$ cat config.mk
export PLATFORM = sky130hd
export DESIGN_NAME = parity_rom_top
export DESIGN_NICKNAME = d
export VERILOG_FILES = /design/src/hw/rom_parity_pkg.sv /design/src/hw/rom_parity.sv /design/src/hw/axil_read_dispatch.sv /design/src/hw/resp_collector.sv /design/src/hw/parity_rom_top.sv
export VERILOG_INCLUDE_DIRS = /design/src /design/src/hw
export SDC_FILE = /design/constraint.sdc
export NUM_CORES = 1
export LEC_CHECK = 0
export ABC_AREA = 1
export BUFFER_PORTS_ARGS = -buffer_cell sky130_fd_sc_hd__buf_2
export CAP_MARGIN = 20
export CORE_ASPECT_RATIO = 0.75
export CORE_MARGIN = 3
export CORE_UTILIZATION = 42
export DETAILED_ROUTE_END_ITERATION = 6
export PLACE_DENSITY_LB_ADDON = 0.08
export SYNTH_ARGS = -nofsm -noshare
export SYNTH_HDL_FRONTEND = slang
export SYNTH_HIERARCHICAL = 1
export SYNTH_SLANG_ARGS = --single-unit
$ cat constraint.sdc
create_clock -name clk -period 2.45 [get_ports clk]
set_input_delay 0.49 -clock clk [delete_from_list [all_inputs] [get_ports clk]]
set_output_delay 0.49 -clock clk [all_outputs]
set_load 0.005 [all_outputs]
$ cat src/hw/rom_parity_cfg.svh
// size settings for the parity ROM, included by the RTL, the package and the testbench
`ifndef ROM_PARITY_CFG_SVH
`define ROM_PARITY_CFG_SVH

// number of interleaved banks
// selected by word address bits 1:0
`define ROM_BANKS 4

// words held by one bank
`define ROM_DEPTH 64

// stored word width
// 11 data bits with the even-parity bit as MSB
`define ROM_BITS 12

// response FIFO entries
// this is also the limit on reads in flight
`define RESP_DEPTH 8

`endif

$ cat src/hw/rom_parity_pkg.sv
// shared types, AXI response codes and the ROM contents formula for the parity ROM
`include "rom_parity_cfg.svh"

package rom_parity_pkg;

    localparam int ROM_DW = `ROM_BITS - 1;

    typedef logic [$clog2(`ROM_BANKS)-1:0] bank_idx_t;
    typedef logic [$clog2(`ROM_DEPTH)-1:0] word_idx_t;
    typedef logic [ROM_DW-1:0]             rom_data_t;
    typedef logic [1:0]                    axi_resp_t;

    localparam axi_resp_t RESP_OKAY   = 2'b00;
    localparam axi_resp_t RESP_SLVERR = 2'b10;
    localparam axi_resp_t RESP_DECERR = 2'b11;

    // odd multiply, xor-shift and constant xor are all bijective
    // so no two words come out the same
    function automatic rom_data_t rom_word(input bank_idx_t bank, input word_idx_t idx);
        rom_data_t mix;
        mix = rom_data_t'({idx, bank});
        mix = rom_data_t'(mix * rom_data_t'(1237));
        mix = mix ^ (mix >> 5);
        return mix ^ rom_data_t'(11'h2a5);
    endfunction

endpackage

$ cat src/hw/rom_parity.sv
// one read-only bank with a three-stage address, read and parity pipeline
`timescale 1ns/1ps
`include "rom_parity_cfg.svh"

module rom_parity
    import rom_parity_pkg::*;
#(
    parameter int unsigned BANK_ID = 0
) (
    input  logic                 clk,
    input  logic                 rst_n,
    input  logic                 req_valid,
    input  word_idx_t            addr,
    output logic                 resp_valid,
    output logic [`ROM_BITS-1:0] data
);

    localparam int DW = ROM_DW;

    rom_data_t mem [`ROM_DEPTH];

    // contents come from the package formula for this bank
    initial begin
        for (int i = 0; i < `ROM_DEPTH; i++) begin
            mem[i] = rom_word(bank_idx_t'(BANK_ID), word_idx_t'(i));
        end
    end

    // stage 1 address register
    logic      s1_valid;
    word_idx_t s1_addr;

    always_ff @(posedge clk or negedge rst_n) begin
        if (!rst_n) begin
            s1_valid <= 1'b0;
        end else begin
            s1_valid <= req_valid;
        end
    end

    always_ff @(posedge clk) begin
        s1_addr <= addr;
    end

    // stage 2 array read
    logic      s2_valid;
    rom_data_t s2_data;

    always_ff @(posedge clk or negedge rst_n) begin
        if (!rst_n) begin
            s2_valid <= 1'b0;
        end else begin
            s2_valid <= s1_valid;
        end
    end

    always_ff @(posedge clk) begin
        if (s1_valid) begin
            s2_data <= mem[s1_addr];
        end
    end

    // four partial xors feed one final xor
    logic [3:0] blk_par;
    logic       parity;

    assign blk_par[0] = ^s2_data[DW/4-1:0];
    assign blk_par[1] = ^s2_data[DW/2-1:DW/4];
    assign blk_par[2] = ^s2_data[3*DW/4-1:DW/2];
    assign blk_par[3] = ^s2_data[DW-1:3*DW/4];
    assign parity     = ^blk_par;

    // stage 3 parity goes above the data
    always_ff @(posedge clk or negedge rst_n) begin
        if (!rst_n) begin
            resp_valid <= 1'b0;
        end else begin
            resp_valid <= s2_valid;
        end
    end

    always_ff @(posedge clk) begin
        if (s2_valid) begin
            data <= {parity, s2_data};
        end
    end

    // three cycles later the whole word carries even parity
    a_resp_latency: assert property (
        @(posedge clk) disable iff (!rst_n) req_valid |-> ##3 (resp_valid && !(^data))
    );

endmodule

$ cat src/hw/axil_read_dispatch.sv
// AXI4-Lite front end that steers reads to banks, tracks read credit and rejects writes
`timescale 1ns/1ps
`include "rom_parity_cfg.svh"

module axil_read_dispatch
    import rom_parity_pkg::*;
(
    input  logic                  clk,
    input  logic                  rst_n,
    // read address channel
    input  logic [31:0]           araddr,
    input  logic                  arvalid,
    output logic                  arready,
    // write address, data and response channels
    input  logic [31:0]           awaddr,
    input  logic                  awvalid,
    input  logic [31:0]           wdata,
    input  logic [3:0]            wstrb,
    input  logic                  wvalid,
    output logic                  awready,
    output logic                  wready,
    output axi_resp_t             bresp,
    output logic                  bvalid,
    input  logic                  bready,
    // bank requests
    output logic [`ROM_BANKS-1:0] req_valid,
    output word_idx_t             req_addr,
    // tags for the collector
    output logic                  tag_valid,
    output bank_idx_t             tag_bank,
    output logic                  tag_decerr,
    input  logic                  pop
);

    localparam int BANK_W = $bits(bank_idx_t);
    localparam int IDX_W  = $bits(word_idx_t);
    localparam int TOP_LO = 2 + BANK_W + IDX_W;
    localparam int CNT_W  = $clog2(`RESP_DEPTH + 1);

    logic             ar_fire;
    logic             ar_in_range;
    bank_idx_t        ar_bank;
    word_idx_t        ar_idx;
    logic [CNT_W-1:0] outstanding;

    // byte address bits 3:2 pick the bank and 9:4 the word in it
    assign ar_bank     = araddr[2 +: BANK_W];
    assign ar_idx      = araddr[2 + BANK_W +: IDX_W];
    assign ar_in_range = (araddr[31:TOP_LO] == '0);

    // stall AR once every response slot is spoken for
    assign arready = (outstanding != CNT_W'(`RESP_DEPTH));
    assign ar_fire = arvalid && arready;

    always_ff @(posedge clk or negedge rst_n) begin
        if (!rst_n) begin
            req_valid <= '0;
            tag_valid <= 1'b0;
        end else begin
            req_valid <= '0;
            if (ar_fire && ar_in_range) begin
                req_valid[ar_bank] <= 1'b1;
            end
            tag_valid <= ar_fire;
        end
    end

    always_ff @(posedge clk) begin
        if (ar_fire) begin
            req_addr   <= ar_idx;
            tag_bank   <= ar_bank;
            tag_decerr <= !ar_in_range;
        end
    end

    // reads accepted and not yet returned on R
    always_ff @(posedge clk or negedge rst_n) begin
        if (!rst_n) begin
            outstanding <= '0;
        end else begin
            case ({ar_fire, pop})
                2'b10:   outstanding <= outstanding + 1'b1;
                2'b01:   outstanding <= outstanding - 1'b1;
                default: outstanding <= outstanding;
            endcase
        end
    end

    // the ROM is read only
    // AW and W are taken together and dropped
    logic wr_fire;

    assign awready = !bvalid && awvalid && wvalid;
    assign wready  = awready;
    assign wr_fire = awready;
    assign bresp   = RESP_SLVERR;

    always_ff @(posedge clk or negedge rst_n) begin
        if (!rst_n) begin
            bvalid <= 1'b0;
        end else if (wr_fire) begin
            bvalid <= 1'b1;
        end else if (bready) begin
            bvalid <= 1'b0;
        end
    end

    a_credit_bound: assert property (
        @(posedge clk) disable iff (!rst_n) outstanding <= CNT_W'(`RESP_DEPTH)
    );

endmodule

$ cat src/hw/resp_collector.sv
// gathers bank results in request order and drives the AXI4-Lite R channel
`timescale 1ns/1ps
`include "rom_parity_cfg.svh"

module resp_collector
    import rom_parity_pkg::*;
(
    input  logic                                 clk,
    input  logic                                 rst_n,
    // tags from the dispatcher
    input  logic                                 tag_valid,
    input  bank_idx_t                            tag_bank,
    input  logic                                 tag_decerr,
    // bank outputs
    input  logic [`ROM_BANKS-1:0]                bank_valid,
    input  logic [`ROM_BANKS-1:0][`ROM_BITS-1:0] bank_data,
    // read data channel
    output logic [31:0]                          rdata,
    output axi_resp_t                            rresp,
    output logic                                 rvalid,
    input  logic                                 rready,
    output logic                                 pop
);

    localparam int LAT   = 3;
    localparam int PTR_W = $clog2(`RESP_DEPTH);
    localparam int CNT_W = $clog2(`RESP_DEPTH + 1);

    // tag pipe matches the bank latency
    logic [LAT-1:0] tv_pipe;
    logic [LAT-1:0] td_pipe;
    bank_idx_t      tb_pipe [LAT];

    always_ff @(posedge clk or negedge rst_n) begin
        if (!rst_n) begin
            tv_pipe <= '0;
        end else begin
            tv_pipe <= {tv_pipe[LAT-2:0], tag_valid};
        end
    end

    always_ff @(posedge clk) begin
        td_pipe    <= {td_pipe[LAT-2:0], tag_decerr};
        tb_pipe[0] <= tag_bank;
        for (int i = 1; i < LAT; i++) begin
            tb_pipe[i] <= tb_pipe[i-1];
        end
    end

    logic                 push;
    logic                 dly_decerr;
    bank_idx_t            dly_bank;
    logic [`ROM_BITS-1:0] sel_data;
    axi_resp_t            sel_resp;

    assign push       = tv_pipe[LAT-1];
    assign dly_decerr = td_pipe[LAT-1];
    assign dly_bank   = tb_pipe[LAT-1];

    // out of range reads return zero
    assign sel_data = dly_decerr ? '0 : bank_data[dly_bank];
    assign sel_resp = dly_decerr ? RESP_DECERR : RESP_OKAY;

    // response FIFO, entries hold {resp, data}
    logic [`ROM_BITS+1:0] fifo_mem [`RESP_DEPTH];
    logic [PTR_W-1:0]     wr_ptr;
    logic [PTR_W-1:0]     rd_ptr;
    logic [CNT_W-1:0]     count;

    always_ff @(posedge clk) begin
        if (push) begin
            fifo_mem[wr_ptr] <= {sel_resp, sel_data};
        end
    end

    always_ff @(posedge clk or negedge rst_n) begin
        if (!rst_n) begin
            wr_ptr <= '0;
            rd_ptr <= '0;
            count  <= '0;
        end else begin
            if (push) begin
                wr_ptr <= wr_ptr + 1'b1;
            end
            if (pop) begin
                rd_ptr <= rd_ptr + 1'b1;
            end
            case ({push, pop})
                2'b10:   count <= count + 1'b1;
                2'b01:   count <= count - 1'b1;
                default: count <= count;
            endcase
        end
    end

    // head of the FIFO drives R
    assign rvalid = (count != '0);
    assign pop    = rvalid && rready;
    assign rresp  = fifo_mem[rd_ptr][`ROM_BITS +: 2];
    assign rdata  = {{(32 - `ROM_BITS){1'b0}}, fifo_mem[rd_ptr][`ROM_BITS-1:0]};

    a_tag_meets_bank: assert property (
        @(posedge clk) disable iff (!rst_n)
        (push && !dly_decerr) |-> bank_valid[dly_bank]
    );

    a_no_overflow: assert property (
        @(posedge clk) disable iff (!rst_n)
        push |-> (count != CNT_W'(`RESP_DEPTH)) || pop
    );

endmodule

$ cat src/hw/parity_rom_top.sv
// top level of the parity ROM with its AXI4-Lite slave port
`timescale 1ns/1ps
`include "rom_parity_cfg.svh"

module parity_rom_top
    import rom_parity_pkg::*;
(
    input  logic        clk,
    input  logic        rst_n,
    input  logic [31:0] araddr,
    input  logic        arvalid,
    output logic        arready,
    output logic [31:0] rdata,
    output axi_resp_t   rresp,
    output logic        rvalid,
    input  logic        rready,
    input  logic [31:0] awaddr,
    input  logic        awvalid,
    output logic        awready,
    input  logic [31:0] wdata,
    input  logic [3:0]  wstrb,
    input  logic        wvalid,
    output logic        wready,
    output axi_resp_t   bresp,
    output logic        bvalid,
    input  logic        bready
);

    logic [`ROM_BANKS-1:0]                req_valid;
    word_idx_t                            req_addr;
    logic                                 tag_valid;
    bank_idx_t                            tag_bank;
    logic                                 tag_decerr;
    logic [`ROM_BANKS-1:0]                bank_valid;
    logic [`ROM_BANKS-1:0][`ROM_BITS-1:0] bank_data;
    logic                                 pop;

    axil_read_dispatch u_dispatch (
        .clk        (clk),
        .rst_n      (rst_n),
        .araddr     (araddr),
        .arvalid    (arvalid),
        .arready    (arready),
        .awaddr     (awaddr),
        .awvalid    (awvalid),
        .wdata      (wdata),
        .wstrb      (wstrb),
        .wvalid     (wvalid),
        .awready    (awready),
        .wready     (wready),
        .bresp      (bresp),
        .bvalid     (bvalid),
        .bready     (bready),
        .req_valid  (req_valid),
        .req_addr   (req_addr),
        .tag_valid  (tag_valid),
        .tag_bank   (tag_bank),
        .tag_decerr (tag_decerr),
        .pop        (pop)
    );

    // address is shared, only the selected bank sees req_valid
    for (genvar g = 0; g < `ROM_BANKS; g++) begin : g_bank
        rom_parity #(
            .BANK_ID (g)
        ) u_bank (
            .clk        (clk),
            .rst_n      (rst_n),
            .req_valid  (req_valid[g]),
            .addr       (req_addr),
            .resp_valid (bank_valid[g]),
            .data       (bank_data[g])
        );
    end

    resp_collector u_collect (
        .clk        (clk),
        .rst_n      (rst_n),
        .tag_valid  (tag_valid),
        .tag_bank   (tag_bank),
        .tag_decerr (tag_decerr),
        .bank_valid (bank_valid),
        .bank_data  (bank_data),
        .rdata      (rdata),
        .rresp      (rresp),
        .rvalid     (rvalid),
        .rready     (rready),
        .pop        (pop)
    );

endmodule

==> impl_results.rst <==
.. list-table::
   :header-rows: 1

   * - Metric
     - Value
   * - Maximum number of pins on one net before global-route repair
     - 55
   * - Wire length reported by the detailed router
     - 34500 µm
   * - Final period demand of the worst path
     - roughly 2.4 ns
   * - CP Cell Sequence
     - buf_12 -> buf_12 -> nor2_2 -> nor2_1 -> o21ai_1 -> o21ai_1 -> nand2_1 -> nand2_2 -> buf_2
   * - Logic depth of the worst path, buffers included
     - 9
   * - I/O pin cnt
     - between 100 and 150
   * - Net count, final
     - approximately 1900
   * - Area used by multi-input combinational logic
     - around 0.0060 mm²
   * - Post-Layout Inst Area
     - between 0.015 and 0.02 mm²
   * - Top library cells by usage in the layout, fill and taps aside
     - nand2_1 (547), nand3_1 (210), edfxtp_1 (199)
   * - Final core utilization
     - about half
   * - Total CTS buffers
     - 27
   * - WL/cell
     - approximately 15 µm
   * - Pwr Density
     - 902 mW/mm²
   * - Routed vias/inst
     - between 5 and 6
   * - Slew at the pin closest to its max-slew limit
     - just under 0.9 ns
   * - Mapped Avg Cell Area
     - between 8 and 9 µm²
   * - CTS tree
     - done
   * - Endpoint kind of the worst setup timing path
     - output pin
   * - Drt initial violations
     - 955
   * - Post-synthesis instance total
     - 1698
   * - Critical path class
     - reg2out
   * - Buffer type at the clock tree root
     - clkbuf_16
   * - Antenna violations before repair
     - 3
   * - Most common cell after layout, fill and taps aside
     - nand2_1
   * - Number of buffer and inverter instances along the worst setup path
     - 3
   * - Via count of the first global-routing pass
     - about 10000
   * - Leakage Power
     - about 7.3 nW
   * - Fraction of layout cells with a size suffix above 1
     - between 10% and 20%
   * - Port-buffer cells
     - 55
   * - Fin crit share
     - 98.4%
   * - Die Y-Extent
     - between 150 and 200 µm
   * - Count of nets left with antenna violations after detail routing
     - 0
   * - Global-route wire length before repair
     - between 50000 and 60000 µm
   * - Total global routing overflow
     - 0
   * - Final Max Slew Viols
     - 0
   * - Area of placed instances
     - 0.0149 mm²
   * - Kind of cell with the highest combined delay on the critical path
     - flip-flops
   * - Clock latency of the later-clocked register in the worst-skew pair
     - 0.53 ns
   * - Routed via count
     - 11211
   * - Final setup skew
     - 0.0223 ns
   * - Worst Path Required
     - 1.96 ns
   * - Setup-violating endpoint count in the final report
     - 0
   * - Largest fanout of any net on the critical path
     - 7
   * - Post-detailed-placement half-perimeter wirelength
     - ~23000 µm
   * - Floorplan die width
     - about 220 µm
   * - Startpoint of the worst-slack reg-to-reg timing path
     - u_collect/count[0]
   * - Initial standard-cell utilization of the core
     - between 40% and 50%
   * - Final routed DRC violation total
     - 0
   * - Fill cell total of the finished layout
     - 3282
   * - Area added between synthesis and finish
     - 12.2%
   * - Unrepaired setup endpoints after global routing
     - yes
   * - Summed instance area of the synthesized netlist
     - between 0.01 and 0.015 mm²
   * - Number of warnings issued by yosys
     - 6
   * - Final GP Congestion
     - 0.852
   * - Final hold viol count
     - 0
   * - Maximum ir drop on the vdd rail
     - roughly 470 µV
   * - Critical-path top delay cell
     - dfrtp_4
   * - Arrival time worst endpoint
     - 1.92 ns
   * - Register-to-Register Setup Slack
     - 0.45 ns
   * - Clock slew at reported path FFs
     - around 0.060 ns
   * - Total core area
     - 0.0337 mm²
   * - Clock H-tree levels
     - 1
   * - Critical path launch point type
     - register
   * - Maxcap violations
     - 0
   * - Worst reg-to-reg path cell count
     - 12
   * - Endpoint of the worst register-to-register path
     - u_collect/count[2]
   * - Total GRT Usage
     - 18.4%
   * - Maximum count of clock buffers along a single path
     - 3
   * - Std-Cell Rows
     - 58
   * - CP peak stage delay
     - 0.50 ns
   * - Worst relative slew slack
     - a little over two fifths
   * - Sinks on Clock Net
     - around 260
   * - Worst Setup SP
     - u_collect/rd_ptr[0]
   * - Highest clock rate
     - around 0.41 GHz
   * - Register Area
     - approximately 0.0074 mm²
   * - Drt pass-1 iters
     - 7
   * - Area of the die
     - about 0.037 mm²
   * - Final cell count without fillers
     - 2233
   * - Dpl cells
     - roughly 2200
   * - Result of the run
     - complete, no violations
   * - Type of the tightest min-delay check
     - in2async
-- worst register-to-register path: cells and delay by family (launching register included) --
family | cells | cell delay (ns)
AND/OR/NAND/NOR | 6 | 0.75
AO/OA/AOI/OAI | 2 | 0.18
adder cells (fa/ha/maj) | 2 | 0.40
flip-flops | 1 | 0.42
buffers and inverters | 2 | 0.17
-- how the worst max path moves through the flow --
stage,to,slack (ns)
4_1_cts,rdata[4],0.02
3_3_place_gp,rdata[4],0.49
6_report,rdata[10],0.04
5_1_grt,rdata[0],-0.06
2_1_floorplan,u_collect/count[2],0.65
3_5_place_dp,u_collect/count[2],0.47
-- what timing repair did --
action	CTS	global route
endpoints found under the setup margin	11	12
hold buffers	0	0
buffers inserted	0	6
endpoints found under the hold margin	0	0
cloned	0	9
pin swaps	0	14
resized for setup	1	65
-- per-stage QoR --
step	hold slack (ns)	total power [mW]	setup WS, ns	setup TNS [ns]
6_report	0.0671	14.6	0.0381	0
5_1_grt	0.109	15.6	-0.0550	-0.449
4_1_cts	0.0778	14.0	0.0182	0
3_5_place_dp	0.312	9.97	0.466	0
3_3_place_gp	0.310	9.94	0.493	0
2_1_floorplan	0.194	8.96	0.654	0
-- registers in the layout, summed over array words and instances (netlist names) --
name and count:
u_collect/fifo_mem 104, g_bank.u_bank/data 45, g_bank.u_bank/s2_data 41, g_bank.u_bank/s1_addr 24, u_collect/tb_pipe 6, u_dispatch/req_addr 6
g_bank.u_bank/s1_valid 4, g_bank.u_bank/s2_valid 4, u_collect/count 4, u_dispatch/outstanding 4, u_dispatch/req_valid 4, u_collect/rd_ptr 3
u_collect/td_pipe 3, u_collect/tv_pipe 3, u_collect/wr_ptr 3, u_dispatch/tag_bank 2, u_dispatch/bvalid 1, u_dispatch/tag_decerr 1
u_dispatch/tag_valid 1
-- metal layers --
metal | GRT usage, % | wire [µm] | vias up
met2 | 27.7 | 14700 | 269
met5 | 0 | 0 | -
met3 | 2.19 | 1590 | 40
li1 | - | - | 5683
met1 | 28.6 | 17700 | 5219
met4 | 3.39 | 513 | 0
-- area by class of cell --
cell class                 count  area share [%]
clock inverter                18           0.919
timing repair buffer         103            4.94
clock buffer                  31            4.26
antenna                        1          0.0154
sequential                   263            45.8
multi-input combinational   1233            37.0
timing repair inverter         5           0.425
inverter                     129            3.20
tap                          450            3.47
-- power breakdown --
part | switching (mW) | internal, mW | total (mW)
combinational | 3.10 | 1.94 | 5.04
sequential | 0.322 | 5.30 | 5.62
clock | 1.72 | 2.24 | 3.95
Note: power is estimated with default switching activity, not from simulation.
